## src/nice_core_defines.svh

```systemverilog
`ifndef NICE_CORE_DEFINES_SVH
`define NICE_CORE_DEFINES_SVH

////////////////////////////////////////
// datapath geometry
////////////////////////////////////////
`define NICE_XLEN        32
`define NICE_BUF_DEPTH   8
`define NICE_IDX_W       3

// byte distance between two memory beats
`define NICE_ADDR_STEP   4

////////////////////////////////////////
// custom-3 R-type encodings
////////////////////////////////////////
`define NICE_OPC_CUSTOM3 7'h7b
`define NICE_F3_MEM      3'b010
`define NICE_F3_WORK     3'b000
`define NICE_F7_LABUF    7'b0000001
`define NICE_F7_LPBUF    7'b0000011
`define NICE_F7_SBUF     7'b0000100
`define NICE_F7_WORK     7'b0000101

`endif

```

## src/nice_core_pkg.sv

```systemverilog
`include "nice_core_defines.svh"

package nice_core_pkg;

   typedef logic [`NICE_XLEN-1:0]  nice_word_t;
   typedef logic [`NICE_IDX_W-1:0] nice_idx_t;

   // decoded custom-3 operation
   typedef enum logic [2:0] {
      OP_NONE,
      OP_LABUF,
      OP_LPBUF,
      OP_SBUF,
      OP_WORK,
      OP_ILLEGAL
   } nice_op_e;

   // main sequencing FSM
   typedef enum logic [2:0] {
      S_IDLE,
      S_LOAD,
      S_STORE,
      S_WORK,
      S_RESP
   } nice_state_e;

   // execute unit FSM
   typedef enum logic [2:0] {
      X_IDLE,
      X_FETCH,
      X_ITER,
      X_WRITE,
      X_DONE
   } nice_exec_state_e;

   typedef struct packed {
      nice_word_t inst;
      nice_word_t rs1;
   } nice_req_t;

   // one load beat headed for the A or P buffer
   typedef struct packed {
      logic       valid;
      logic       to_p;
      nice_idx_t  idx;
      nice_word_t data;
   } nice_ld_wr_t;

endpackage

```

## src/nice_cmd_ctrl.sv

```systemverilog
`timescale 1ns/1ps
`include "nice_core_defines.svh"

module nice_cmd_ctrl import nice_core_pkg::*; (
   input  logic       nice_clk,
   input  logic       nice_rst_n,
   input  logic       req_valid,
   input  nice_req_t  req,
   input  logic       mem_cmd_ready,
   input  logic       mem_done,
   input  logic       mem_err,
   input  logic       work_done,
   input  nice_word_t work_result,
   input  logic       rsp_ready,
   output logic       req_ready,
   output logic       mem_start,
   output nice_op_e   op,
   output nice_word_t rs1,
   output logic       work_start,
   output logic       rsp_valid,
   output nice_word_t rsp_rdat,
   output logic       rsp_err,
   output logic       active,
   output logic       mem_holdup
);

   logic [6:0]  opcode;
   logic [2:0]  funct3;
   logic [6:0]  funct7;
   logic        is_mem_op;
   logic        req_hsk;
   nice_state_e state_r;
   nice_state_e state_nxt;
   logic        err_r;
   nice_word_t  rdat_r;

   ////////////////////////////////////////
   // decode
   ////////////////////////////////////////
   assign opcode = req.inst[6:0];
   assign funct3 = req.inst[14:12];
   assign funct7 = req.inst[31:25];

   always_comb begin
      op = OP_NONE;
      if (req_valid) begin
         op = OP_ILLEGAL;
         if (opcode == `NICE_OPC_CUSTOM3 && funct3 == `NICE_F3_MEM) begin
            case (funct7)
               `NICE_F7_LABUF: op = OP_LABUF;
               `NICE_F7_LPBUF: op = OP_LPBUF;
               `NICE_F7_SBUF:  op = OP_SBUF;
               default:        op = OP_ILLEGAL;
            endcase
         end else if (opcode == `NICE_OPC_CUSTOM3 && funct3 == `NICE_F3_WORK &&
                      funct7 == `NICE_F7_WORK) begin
            op = OP_WORK;
         end
      end
   end

   assign is_mem_op = (op == OP_LABUF) || (op == OP_LPBUF) || (op == OP_SBUF);
   assign rs1       = req.rs1;

   // memory ops are taken together with their first command beat
   assign req_ready  = (state_r == S_IDLE) && (is_mem_op ? mem_cmd_ready : 1'b1);
   assign req_hsk    = req_valid && req_ready;
   assign mem_start  = (state_r == S_IDLE) && req_valid && is_mem_op;
   assign work_start = req_hsk && (op == OP_WORK);

   ////////////////////////////////////////
   // main FSM
   ////////////////////////////////////////
   always_comb begin
      state_nxt = state_r;
      case (state_r)
         S_IDLE: begin
            if (req_hsk) begin
               case (op)
                  OP_LABUF, OP_LPBUF: state_nxt = S_LOAD;
                  OP_SBUF:            state_nxt = S_STORE;
                  OP_WORK:            state_nxt = S_WORK;
                  default:            state_nxt = S_RESP;
               endcase
            end
         end
         S_LOAD, S_STORE: if (mem_done) state_nxt = S_RESP;
         S_WORK:          if (work_done) state_nxt = S_RESP;
         S_RESP:          if (rsp_ready) state_nxt = S_IDLE;
         default:         state_nxt = S_IDLE;
      endcase
   end

   always_ff @(posedge nice_clk) begin
      if (!nice_rst_n) begin
         state_r <= S_IDLE;
         err_r   <= 1'b0;
      end else begin
         state_r <= state_nxt;
         // illegal ops report an error straight away
         if (req_hsk) begin
            err_r <= (op == OP_ILLEGAL);
         end else if (mem_holdup) begin
            err_r <= err_r | mem_err;
         end
      end
   end

   // remainder of the last index, zero for every other op
   always_ff @(posedge nice_clk) begin
      if (req_hsk) begin
         rdat_r <= '0;
      end else if (state_r == S_WORK && work_done) begin
         rdat_r <= work_result;
      end
   end

   assign rsp_valid  = (state_r == S_RESP);
   assign rsp_rdat   = rdat_r;
   assign rsp_err    = err_r;
   assign mem_holdup = (state_r == S_LOAD) || (state_r == S_STORE);
   assign active     = (state_r != S_IDLE) || req_valid;

endmodule

```

## src/nice_icb_master.sv

```systemverilog
`timescale 1ns/1ps
`include "nice_core_defines.svh"

module nice_icb_master import nice_core_pkg::*; (
   input  logic        nice_clk,
   input  logic        nice_rst_n,
   input  logic        mem_start,
   input  nice_op_e    op,
   input  nice_word_t  rs1,
   input  logic        icb_cmd_ready,
   input  logic        icb_rsp_valid,
   input  nice_word_t  icb_rsp_rdata,
   input  logic        icb_rsp_err,
   input  nice_word_t  store_data,
   output logic        mem_cmd_ready,
   output logic        mem_done,
   output logic        mem_err,
   output logic        icb_cmd_valid,
   output nice_word_t  icb_cmd_addr,
   output logic        icb_cmd_read,
   output nice_word_t  icb_cmd_wdata,
   output nice_idx_t   store_idx,
   output nice_ld_wr_t ld_wr
);

   localparam logic [`NICE_IDX_W:0] CMD_BEATS = (`NICE_IDX_W+1)'(`NICE_BUF_DEPTH);
   localparam nice_idx_t            LAST_IDX  = nice_idx_t'(`NICE_BUF_DEPTH - 1);

   logic                  busy_r;
   logic                  is_store_r;
   logic                  to_p_r;
   logic [`NICE_IDX_W:0]  cmd_cnt_r;
   nice_idx_t             rsp_cnt_r;
   nice_word_t            addr_r;
   logic                  cmd_hsk;
   logic                  rsp_fire;
   logic                  cmds_left;

   assign cmds_left = busy_r && (cmd_cnt_r != CMD_BEATS);
   assign cmd_hsk   = icb_cmd_valid && icb_cmd_ready;
   // response channel is always ready
   assign rsp_fire  = busy_r && icb_rsp_valid;

   ////////////////////////////////////////
   // command channel
   ////////////////////////////////////////
   // first beat goes out in the accept cycle, straight from rs1
   assign icb_cmd_valid = mem_start || cmds_left;
   assign icb_cmd_addr  = busy_r ? addr_r : rs1;
   assign icb_cmd_read  = busy_r ? !is_store_r : (op != OP_SBUF);
   assign store_idx     = busy_r ? cmd_cnt_r[`NICE_IDX_W-1:0] : '0;
   assign icb_cmd_wdata = icb_cmd_read ? '0 : store_data;
   assign mem_cmd_ready = icb_cmd_ready;

   // next beat address
   always_ff @(posedge nice_clk) begin
      if (cmd_hsk) begin
         addr_r <= icb_cmd_addr + nice_word_t'(`NICE_ADDR_STEP);
      end
   end

   always_ff @(posedge nice_clk) begin
      if (!nice_rst_n) begin
         busy_r     <= 1'b0;
         is_store_r <= 1'b0;
         to_p_r     <= 1'b0;
         cmd_cnt_r  <= '0;
         rsp_cnt_r  <= '0;
      end else if (mem_start && icb_cmd_ready) begin
         busy_r     <= 1'b1;
         is_store_r <= (op == OP_SBUF);
         to_p_r     <= (op == OP_LPBUF);
         cmd_cnt_r  <= (`NICE_IDX_W+1)'(1);
         rsp_cnt_r  <= '0;
      end else if (busy_r) begin
         if (cmd_hsk) begin
            cmd_cnt_r <= cmd_cnt_r + 1'b1;
         end
         if (rsp_fire) begin
            rsp_cnt_r <= rsp_cnt_r + 1'b1;
         end
         if (mem_done) begin
            busy_r <= 1'b0;
         end
      end
   end

   ////////////////////////////////////////
   // response channel
   ////////////////////////////////////////
   assign mem_done = rsp_fire && (rsp_cnt_r == LAST_IDX);
   assign mem_err  = rsp_fire && icb_rsp_err;

   // load data is written on the response beat itself
   assign ld_wr.valid = rsp_fire && !is_store_r;
   assign ld_wr.to_p  = to_p_r;
   assign ld_wr.idx   = rsp_cnt_r;
   assign ld_wr.data  = icb_rsp_rdata;

endmodule

```

## src/nice_operand_buf.sv

```systemverilog
`timescale 1ns/1ps
`include "nice_core_defines.svh"

module nice_operand_buf import nice_core_pkg::*; (
   input  logic        nice_clk,
   input  logic        nice_rst_n,
   input  nice_ld_wr_t ld_wr,
   input  nice_idx_t   rd_idx,
   output nice_word_t  a_word,
   output nice_word_t  p_word
);

   nice_word_t a_mem [`NICE_BUF_DEPTH];
   nice_word_t p_mem [`NICE_BUF_DEPTH];

   // single write port steered by the target flag
   always_ff @(posedge nice_clk) begin
      if (!nice_rst_n) begin
         for (int i = 0; i < `NICE_BUF_DEPTH; i++) begin
            a_mem[i] <= '0;
            p_mem[i] <= '0;
         end
      end else if (ld_wr.valid) begin
         if (ld_wr.to_p) begin
            p_mem[ld_wr.idx] <= ld_wr.data;
         end else begin
            a_mem[ld_wr.idx] <= ld_wr.data;
         end
      end
   end

   // execute reads A and P of the same index
   assign a_word = a_mem[rd_idx];
   assign p_word = p_mem[rd_idx];

endmodule

```

## src/nice_mod_exec.sv

```systemverilog
`timescale 1ns/1ps
`include "nice_core_defines.svh"

module nice_mod_exec import nice_core_pkg::*; (
   input  logic       nice_clk,
   input  logic       nice_rst_n,
   input  logic       work_start,
   input  nice_word_t a_word,
   input  nice_word_t p_word,
   output nice_idx_t  rd_idx,
   output logic       res_we,
   output nice_idx_t  res_idx,
   output nice_word_t res_data,
   output logic       work_done
);

   localparam int              BIT_W    = $clog2(`NICE_XLEN);
   localparam logic [BIT_W-1:0] LAST_BIT = BIT_W'(`NICE_XLEN - 1);
   localparam nice_idx_t        LAST_IDX = nice_idx_t'(`NICE_BUF_DEPTH - 1);

   nice_exec_state_e    xstate_r;
   nice_idx_t           idx_r;
   logic [BIT_W-1:0]    bit_cnt_r;
   nice_word_t          a_r;
   nice_word_t          p_r;
   nice_word_t          rem_r;
   logic [`NICE_XLEN:0] rem_shift;
   logic [`NICE_XLEN:0] rem_diff;
   nice_word_t          rem_next;

   ////////////////////////////////////////
   // sequencer
   ////////////////////////////////////////
   always_ff @(posedge nice_clk) begin
      if (!nice_rst_n) begin
         xstate_r  <= X_IDLE;
         idx_r     <= '0;
         bit_cnt_r <= '0;
      end else begin
         case (xstate_r)
            X_IDLE: begin
               if (work_start) begin
                  idx_r    <= '0;
                  xstate_r <= X_FETCH;
               end
            end
            X_FETCH: begin
               bit_cnt_r <= '0;
               xstate_r  <= X_ITER;
            end
            // one quotient bit per cycle
            X_ITER: begin
               bit_cnt_r <= bit_cnt_r + 1'b1;
               if (bit_cnt_r == LAST_BIT) begin
                  xstate_r <= X_WRITE;
               end
            end
            X_WRITE: begin
               if (idx_r == LAST_IDX) begin
                  xstate_r <= X_DONE;
               end else begin
                  idx_r    <= idx_r + 1'b1;
                  xstate_r <= X_FETCH;
               end
            end
            X_DONE:  xstate_r <= X_IDLE;
            default: xstate_r <= X_IDLE;
         endcase
      end
   end

   ////////////////////////////////////////
   // restoring remainder
   ////////////////////////////////////////
   assign rem_shift = {rem_r, a_r[`NICE_XLEN-1]};
   assign rem_diff  = rem_shift - {1'b0, p_r};
   // borrow out means the trial subtract failed
   assign rem_next  = rem_diff[`NICE_XLEN] ? rem_shift[`NICE_XLEN-1:0]
                                           : rem_diff[`NICE_XLEN-1:0];

   // a_r rotates so it holds A again after the last iteration
   always_ff @(posedge nice_clk) begin
      if (xstate_r == X_FETCH) begin
         a_r   <= a_word;
         p_r   <= p_word;
         rem_r <= '0;
      end else if (xstate_r == X_ITER) begin
         a_r   <= {a_r[`NICE_XLEN-2:0], a_r[`NICE_XLEN-1]};
         rem_r <= rem_next;
      end
   end

   assign rd_idx    = idx_r;
   assign res_we    = (xstate_r == X_WRITE);
   assign res_idx   = idx_r;
   // zero modulus passes A through
   assign res_data  = (p_r == '0) ? a_r : rem_r;
   // res_data still holds index 7 here
   assign work_done = (xstate_r == X_DONE);

endmodule

```

## src/nice_result_buf.sv

```systemverilog
`timescale 1ns/1ps
`include "nice_core_defines.svh"

module nice_result_buf import nice_core_pkg::*; (
   input  logic       nice_clk,
   input  logic       nice_rst_n,
   input  logic       res_we,
   input  nice_idx_t  res_idx,
   input  nice_word_t res_data,
   input  nice_idx_t  store_idx,
   output nice_word_t store_data
);

   nice_word_t res_mem [`NICE_BUF_DEPTH];

   always_ff @(posedge nice_clk) begin
      if (!nice_rst_n) begin
         for (int i = 0; i < `NICE_BUF_DEPTH; i++) begin
            res_mem[i] <= '0;
         end
      end else if (res_we) begin
         res_mem[res_idx] <= res_data;
      end
   end

   // store beats read by command index, no wait state
   assign store_data = res_mem[store_idx];

endmodule

```

## src/nice_core_top.sv

```systemverilog
`timescale 1ns/1ps
`include "nice_core_defines.svh"

module nice_core_top import nice_core_pkg::*; (
   input  logic                  nice_clk,
   input  logic                  nice_rst_n,
   output logic                  nice_active,
   output logic                  nice_mem_holdup,
   // processor request
   input  logic                  nice_req_valid,
   output logic                  nice_req_ready,
   input  logic [`NICE_XLEN-1:0] nice_req_inst,
   input  logic [`NICE_XLEN-1:0] nice_req_rs1,
   input  logic [`NICE_XLEN-1:0] nice_req_rs2,
   // processor response
   output logic                  nice_rsp_valid,
   input  logic                  nice_rsp_ready,
   output logic [`NICE_XLEN-1:0] nice_rsp_rdat,
   output logic                  nice_rsp_err,
   // memory command
   output logic                  nice_icb_cmd_valid,
   input  logic                  nice_icb_cmd_ready,
   output logic [`NICE_XLEN-1:0] nice_icb_cmd_addr,
   output logic                  nice_icb_cmd_read,
   output logic [`NICE_XLEN-1:0] nice_icb_cmd_wdata,
   // memory response
   input  logic                  nice_icb_rsp_valid,
   output logic                  nice_icb_rsp_ready,
   input  logic [`NICE_XLEN-1:0] nice_icb_rsp_rdata,
   input  logic                  nice_icb_rsp_err
);

   nice_req_t   req_s;
   logic        mem_start;
   logic        mem_cmd_ready;
   logic        mem_done;
   logic        mem_err;
   nice_op_e    op;
   nice_word_t  rs1;
   logic        work_start;
   logic        work_done;
   nice_idx_t   rd_idx;
   nice_word_t  a_word;
   nice_word_t  p_word;
   logic        res_we;
   nice_idx_t   res_idx;
   nice_word_t  res_data;
   nice_idx_t   store_idx;
   nice_word_t  store_data;
   nice_ld_wr_t ld_wr;

   // rs2 is not used by any of the four ops
   assign req_s.inst         = nice_req_inst;
   assign req_s.rs1          = nice_req_rs1;
   assign nice_icb_rsp_ready = 1'b1;

   nice_cmd_ctrl u_cmd_ctrl (
      .nice_clk      (nice_clk),
      .nice_rst_n    (nice_rst_n),
      .req_valid     (nice_req_valid),
      .req           (req_s),
      .mem_cmd_ready (mem_cmd_ready),
      .mem_done      (mem_done),
      .mem_err       (mem_err),
      .work_done     (work_done),
      .work_result   (res_data),
      .rsp_ready     (nice_rsp_ready),
      .req_ready     (nice_req_ready),
      .mem_start     (mem_start),
      .op            (op),
      .rs1           (rs1),
      .work_start    (work_start),
      .rsp_valid     (nice_rsp_valid),
      .rsp_rdat      (nice_rsp_rdat),
      .rsp_err       (nice_rsp_err),
      .active        (nice_active),
      .mem_holdup    (nice_mem_holdup)
   );

   nice_icb_master u_icb_master (
      .nice_clk      (nice_clk),
      .nice_rst_n    (nice_rst_n),
      .mem_start     (mem_start),
      .op            (op),
      .rs1           (rs1),
      .icb_cmd_ready (nice_icb_cmd_ready),
      .icb_rsp_valid (nice_icb_rsp_valid),
      .icb_rsp_rdata (nice_icb_rsp_rdata),
      .icb_rsp_err   (nice_icb_rsp_err),
      .store_data    (store_data),
      .mem_cmd_ready (mem_cmd_ready),
      .mem_done      (mem_done),
      .mem_err       (mem_err),
      .icb_cmd_valid (nice_icb_cmd_valid),
      .icb_cmd_addr  (nice_icb_cmd_addr),
      .icb_cmd_read  (nice_icb_cmd_read),
      .icb_cmd_wdata (nice_icb_cmd_wdata),
      .store_idx     (store_idx),
      .ld_wr         (ld_wr)
   );

   nice_operand_buf u_operand_buf (
      .nice_clk   (nice_clk),
      .nice_rst_n (nice_rst_n),
      .ld_wr      (ld_wr),
      .rd_idx     (rd_idx),
      .a_word     (a_word),
      .p_word     (p_word)
   );

   nice_mod_exec u_mod_exec (
      .nice_clk   (nice_clk),
      .nice_rst_n (nice_rst_n),
      .work_start (work_start),
      .a_word     (a_word),
      .p_word     (p_word),
      .rd_idx     (rd_idx),
      .res_we     (res_we),
      .res_idx    (res_idx),
      .res_data   (res_data),
      .work_done  (work_done)
   );

   nice_result_buf u_result_buf (
      .nice_clk   (nice_clk),
      .nice_rst_n (nice_rst_n),
      .res_we     (res_we),
      .res_idx    (res_idx),
      .res_data   (res_data),
      .store_idx  (store_idx),
      .store_data (store_data)
   );

endmodule

```

## config.mk

```make
export PLATFORM = sky130hd
export DESIGN_NAME = nice_core_top
export DESIGN_NICKNAME = d
export VERILOG_FILES = /design/src/nice_core_pkg.sv /design/src/nice_cmd_ctrl.sv /design/src/nice_icb_master.sv /design/src/nice_operand_buf.sv /design/src/nice_mod_exec.sv /design/src/nice_result_buf.sv /design/src/nice_core_top.sv
export VERILOG_INCLUDE_DIRS = /design/src
export SDC_FILE = /design/constraint.sdc
export NUM_CORES = 2
export LEC_CHECK = 0
export BUFFER_PORTS_ARGS = -buffer_cell sky130_fd_sc_hd__buf_2
export CAP_MARGIN = 20
export CORE_ASPECT_RATIO = 0.75
export CORE_MARGIN = 2
export CORE_UTILIZATION = 45
export CTS_CLUSTER_SIZE = 14
export DETAILED_ROUTE_END_ITERATION = 10
export PLACE_DENSITY = 0.59
export SLEW_MARGIN = 20
export SYNTH_ARGS = -nofsm -noshare
export SYNTH_HDL_FRONTEND = slang
export SYNTH_SLANG_ARGS = --single-unit
```

## constraint.sdc

```tcl
create_clock -name nice_clk -period 10.3 [get_ports nice_clk]
set_input_delay 0 -clock nice_clk [delete_from_list [all_inputs] [get_ports nice_clk]]
set_output_delay 0 -clock nice_clk [all_outputs]
set_load 0.02 [all_outputs]
```

# Word level (Yosys, flattened, before mapping)
# Memories as Yosys holds them, arrays and structs flattened. A register that Yosys moved wholly into a read port is not among the register bits.
# Index checks and enable logic that the tools add are counted.
dict set report totals {
  regBits 153
  ramBits 768
  in_bits 135
  out_inout_bits 104
  elab_cells 159
  n_memories 3
}
dict set report op_classes {
  n_addsub 6
  n_eq_ne 31
  mux 58
  bitwise 2
  reduce_logical 44
}
# memory words word_bits rd rd_clocked_by_memory_dff wr line_no
set memory_table {}
lappend memory_table {u_operand_buf.a_mem 8 32 1 1 8 nice_operand_buf.sv:13} ;# nice_word_t a_mem [`NICE_BUF_DEPTH];
lappend memory_table {u_operand_buf.p_mem 8 32 1 1 8 nice_operand_buf.sv:14} ;# nice_word_t p_mem [`NICE_BUF_DEPTH];
lappend memory_table {u_result_buf.res_mem 8 32 1 0 8 nice_result_buf.sv:14} ;# nice_word_t res_mem [`NICE_BUF_DEPTH];
# operator n
set ops {}
lappend ops {{two-way mux 32 bit} 9}
lappend ops {{OR reduction 32 bit} 3}
lappend ops {{two-way mux 3 bit} 17}
lappend ops {{subtractor 33 x 32 -> 33 bit} 1}
lappend ops {{adder 32 x 3 -> 32 bit (second input constant)} 1}
lappend ops {{logical NOT 32 bit} 1}
lappend ops {{two-way mux 1 bit} 26}
lappend ops {{one-hot mux 3 bit (4 select lines)} 2}
lappend ops {{equality test 3 x 2 -> 1 bit (second input constant)} 7}
lappend ops {{equality test 3 bit (second input constant)} 6}
lappend ops {{one-hot mux 3 bit (3 select lines)} 2}
lappend ops {{logical AND 1 bit} 16}
lappend ops {{equality test 7 x 3 -> 1 bit (second input constant)} 2}
lappend ops {{one-hot mux 5 bit (2 select lines)} 1}
lappend ops {{nonzero test 2 bit} 5}
lappend ops {{equality test 3 x 1 -> 1 bit (second input constant)} 3}
lappend ops {{logical NOT 3 bit} 3}
lappend ops {{!= test 2 x 1 -> 1 bit (second input constant)} 4}
lappend ops {{AND reduction 2 bit} 4}
lappend ops {{equality test 7 x 1 -> 1 bit (second input constant)} 1}
lappend ops {{equality test 7 x 2 -> 1 bit (second input constant)} 1}
lappend ops {{equality test 7 bit (second input constant)} 1}
lappend ops {{adder 3 x 1 -> 3 bit (second input constant)} 2}
lappend ops {{!= test 2 bit (second input constant)} 3}
lappend ops {{other kinds (14)} 20}

# Logic depth before layout (Yosys ltp)
dict set report depth {
  ltp_word 17
  depth_mapped 18
}

# Modules after synthesis
# A second synthesis with hierarchy kept.
dict set report unflattened {
  hier_cells 3452
  hier_area_um2 45523.7
}
# module instances cells_each area_each_um2 seq_area_each_um2
set by_module_without_submodules {}
lappend by_module_without_submodules {nice_operand_buf 1 1457 22594.2 15374.7}
lappend by_module_without_submodules {nice_result_buf 1 729 11458.5 7687.4}
lappend by_module_without_submodules {nice_mod_exec 1 696 6496.2 2782.7}
lappend by_module_without_submodules {nice_icb_master 1 329 3123.0 1161.1}
lappend by_module_without_submodules {nice_cmd_ctrl 1 239 1840.5 720.7}
lappend by_module_without_submodules {nice_core_top 1 2 11.3 0.0}

# Least setup slack after synthesis
# Ideal clock, no wire load.
dict set report synth_path {
  path_type {flip-flop to flip-flop}
  startpoint {register u_icb_master.busy_r}
  endpoint {memory u_operand_buf.a_mem[3][0] (netlist name) (enable)}
  setup_time_ns 0.466
  t_arrival_ns 4.138
  required_ns 9.834
  path_slack_ns 5.696
  stages_incl_launch_ff 9
  path_buffers 4
  synth_period_minus_slack_ns 4.604
  path_cell_list {dfxtp_1 buf_6 buf_2 and2_1 clkbuf_1 nand2_1 or4b_2 clkbuf_1 o21ai_0}
}
# item line_no
set synth_lines {}
lappend synth_lines {{start, declared} nice_icb_master.sv:29} ;# logic busy_r;
lappend synth_lines {{start signal, assigned} nice_icb_master.sv:64} ;# busy_r <= 1'b0;
lappend synth_lines {{start signal, assigned} nice_icb_master.sv:70} ;# busy_r <= 1'b1;
lappend synth_lines {{start signal, assigned} nice_icb_master.sv:83} ;# busy_r <= 1'b0;
lappend synth_lines {{end, declared} nice_operand_buf.sv:13}

# Worst setup path after layout
dict set report layout_path {
  startpoint {register u_icb_master.busy_r}
  endpoint {register u_icb_master.addr_r[31] (data pin)}
}
dict set report layout_via {
  elab_chain_cells 2
}
# item line_no
set layout_lines {}
lappend layout_lines {{two-way mux 32 bit} nice_icb_master.sv:49} ;# assign icb_cmd_addr = busy_r ? addr_r : rs1;
lappend layout_lines {{adder 32 x 3 -> 32 bit} nice_icb_master.sv:58} ;# addr_r <= icb_cmd_addr + nice_word_t'(`NICE_ADDR_STEP);
lappend layout_lines {{end signal, assigned} nice_icb_master.sv:58}
lappend layout_lines {{end, declared} nice_icb_master.sv:34} ;# nice_word_t addr_r;
# Every way passes these cells.
# A chain may end at the register's enable or synchronous reset.

==> results summary <==
The flow ran to the end, and the final reports show no timing, DRC or antenna violations. Wires add up to 120500 um. The worst setup path is captured at a flip-flop.

The total count of max-transition violations in the final report is 0. The via count of the first global-routing pass came out at 27986. The met1 layer usage reported by global route is 34.20%. The number of nets in the layout is 3661. The number of standard cells after synthesis is 3278. The first-pass GRT wire length came out at 179200 um. Yosys mapped a number of flops with a built-in enable equal to 864. The setup clock skew after layout is 0.04918 ns. The share of the synthesized area in the top cell type is 59.88%. The fraction of layout cells with a size suffix above 1 came out at 16.99%. Sequential cells were found to cover 64.13% of the synthesized design area. The post-placement cell count came out at 4542. The highest net fanout along the worst path came out at 35. The pre-antenna-repair detailed-routing pass consisted of 7 iterations. Summed over all nets, the half-perimeter wirelength after detailed placement is 70420 um. The signed area change from the synthesized netlist to the final layout came out at 15.15%. The number of design-rule violations left by the first detailed-router iteration is 2760. Setup violations remaining at the end of the flow were counted as 0.

The core region area came out at 95400 um2. Buffers inserted during clock tree synthesis total 96. Entering global routing, the biggest net connects 85 pins. The worst-case IR drop observed on VDD is 130.9 uV. For this run, the leading register cell type out of synthesis is sky130_fd_sc_hd__edfxtp_1. The mean area per synthesized cell came out at 13.22 um2. The worst setup slack before clock tree synthesis is 5.839 ns. The post-CTS resize count came out at 0. The library cell used most frequently in the layout, excluding fill and tap cells, is sky130_fd_sc_hd__edfxtp_1. The number of hold violations in the final report came to 0. For this run, asynchronously set or reset flops after synthesis account for 0%. The mapped cell area came out at 43330 um2. The detail route stage leaves a number of antenna-violating nets equal to 0.

The layer with the highest usage after global routing is met2. The data arrival at the endpoint of the critical path is 4.99 ns. The depth of the worst hold-timing path came out at 5. The I/O pin total is 239. The remaining max-slew budget at the tightest pin is 22.42%. The CTS tree is done. The clock net in this run drives a total of 956 sinks. The cell area power density came out at 174.0 nW/um2. The detailed-route via count came out at 27636. The register bit total from synthesis came out at 956. The finished cells cover 49890 um2. The worst-case hold slack came out at 0.09091 ns. The die footprint is 98810 um2.

The achievable clock frequency came out at 218.1 MHz. The routing usage on met3 came out at 3.649%. The H-tree depth is 3.

Leaving out fill and tap cells, the most frequent cells in the layout are 864 x sky130_fd_sc_hd__edfxtp_1, 519 x sky130_fd_sc_hd__and2_1, 379 x sky130_fd_sc_hd__nor2_1. The number of buffers inserted by port buffering is 190. The number of vias per cell after detailed routing came out at 5.736.

The cell accounting for the most synthesized area is sky130_fd_sc_hd__edfxtp_1. After detailed routing, the average wire length per cell comes to 25.02 um. After routing, the total negative slack on setup checks comes to 0 ns. The worst setup path is of the reg2reg kind. The floorplan row count is 98. Once placement finished, the instance area stood at 45730 um2. The required time at the endpoint of the critical path came out at 10.70 ns. STA classifies the critical path startpoint as a flip-flop.

The minimum period implied by the final worst setup slack came out at 4.585 ns. The clock insertion delay at the later pin of the skew report came out at 0.69 ns. After clock tree synthesis, the clock-pin slew on the worst setup and hold paths is 0.06 ns.

The met2 track demand over resource came out at 40.20%. During synthesis, Yosys emitted a total of 0 warnings. Max-cap violations in this run came to 0. By area the synthesized netlist is led by sky130_fd_sc_hd__edfxtp_1 60%, sky130_fd_sc_hd__and2_1 7.5%, sky130_fd_sc_hd__mux4_2 6.7%, sky130_fd_sc_hd__dfxtp_1 4.3%, sky130_fd_sc_hd__nor2_1 3.4%. The die width came out at 362.3 um.

The count of cells in the finished layout, fillers not included, comes to 4818. The die height came out at 272.7 um. Buffers added to address setup during post-CTS repair amount to 0. The number of cells on the worst reg-to-reg path came out at 11. Routability-driven placement finished with a final weighted congestion of 0.8324. The final clock period utilization by the worst path is 44.52%. The number of antenna violations at the first check in global routing came out at 4.

The netlist uses 77 different library cells. Setup repair after global routing left no endpoint under its margin. Global routing used 24.36% of the available tracks. The final design utilization is 52.30%. Once the floorplan was initialized, standard cells occupied 45.42% of the core.

The worst hold path class is in2reg. The cell at the root of the clock tree is sky130_fd_sc_hd__clkbuf_16. The number of buffers on the longest clock path came out at 3. The number of nets produced by synthesis came out at 3455. The leakage power of the design came out at 17.77 nW. In the routed design, unresolved DRC markers number 0. The least setup slack across all paths after layout came out at 5.715 ns. The total design power is 8.682 mW. The aggregate global routing overflow came out at 0. The actual transition at the worst max-transition pin came out at 1.161 ns.
final timing paths:
check	startpoint	endpoint	slack [ns]
setup / recovery	u_icb_master.busy_r	u_icb_master.addr_r[31]	5.71
hold / removal	nice_req_rs1[9]	u_icb_master.addr_r[11]	0.09
setup reg to reg	u_icb_master.busy_r	u_icb_master.addr_r[31]	5.71
hold reg to reg	u_mod_exec.rem_r[7]	u_mod_exec.rem_r[7]	0.49
what timing repair did:
action,4_1_cts,5_1_grt
hold endpoints to repair,559,0
setup endpoints to repair,0,0
hold buffers,94,0
sequential cells by signal (all words and copies together) (netlist names), 5 cells and up, named ones only:
signal	count
u_operand_buf.a_mem	256
u_operand_buf.p_mem	256
u_result_buf.res_mem	256
u_cmd_ctrl.rsp_rdat	32
u_icb_master.addr_r	32
u_mod_exec.a_r	32
u_mod_exec.p_r	32
u_mod_exec.rem_r	32
u_mod_exec.bit_cnt_r	5
power by group:
| part | total [mW] | switching (mW) | leakage (nW) | internal (mW) |
|---|---|---|---|---|
| combinational | 0.671 | 0.430 | 6.96 | 0.240 |
| sequential | 4.43 | 0.0631 | 9.23 | 4.36 |
| clock | 3.58 | 1.51 | 1.58 | 2.07 |
| total | 8.68 | 2.01 | 17.8 | 6.67 |
worst max-delay path, cell delays in order, from the launching register on:
cell and delay (ns):
sky130_fd_sc_hd__dfxtp_2 0.54, sky130_fd_sc_hd__nand3b_4 0.25, sky130_fd_sc_hd__dlygate4sd3_1 0.60, sky130_fd_sc_hd__a221oi_4 0.33, sky130_fd_sc_hd__nand2_2 0.11, sky130_fd_sc_hd__or3_4 0.35
sky130_fd_sc_hd__or3_4 0.36, sky130_fd_sc_hd__or4_4 0.47, sky130_fd_sc_hd__nor4_4 0.44, sky130_fd_sc_hd__nand4_1 0.16, sky130_fd_sc_hd__xnor2_1 0.14, sky130_fd_sc_hd__dlygate4sd3_1 0.56
per-layer routing:
metal,routed length [um],share of wire (%)
met1,51180,42
met2,57920,48
met3,8922,7.4
met4,2503,2.1
met5,11,0.0091
cell usage after synthesis, drive strengths merged, types with 4 or more instances:
library cell  count
nor4             14
nand4            48
clkbuf          206
nor2            394
nand2b           12
nor3             23
dfxtp            92
o21bai            5
o21ai            62
a22oi           130
mux4            128
nor3b             7
mux2i           112
a21o             11
a21oi           119
xor2             15
nand3            25
xnor2            41
edfxtp          864
inv              66
nand3b            4
a221oi            4
nand2           168
a211oi           35
o211ai            6
and3              8
o21a              4
mux2             14
buf              32
and2            520
ha               41
nor2b             9
a31oi             4
or3               4
cell type report:
cell class | count | area, um2
fill | 7999 | 45500
sequential | 956 | 27800
multi-input combinational | 2018 | 14710
clock buffer | 130 | 2661
timing repair buffer | 346 | 2357
tap | 1250 | 1564
clock inverter | 51 | 551.8
inverter | 66 | 247.7
antenna | 1 | 2.502
kinds of logic (layout without fill, tap and decap cells):
group / Yosys count / count (layout) / share of synthesized area, %
other cells: 1 / 2 / 0.008655
fa+ha+maj: 42 / 42 / 1.230
flops: 956 / 956 / 64.13
buf+inv: 304 / 593 / 2.694
compound gates: 412 / 412 / 6.226
mux: 254 / 254 / 9.604
simple gates: 1253 / 1253 / 14.96
xor+xnor: 56 / 56 / 1.149
No activity file was read; power rests on OpenSTA's default activity.
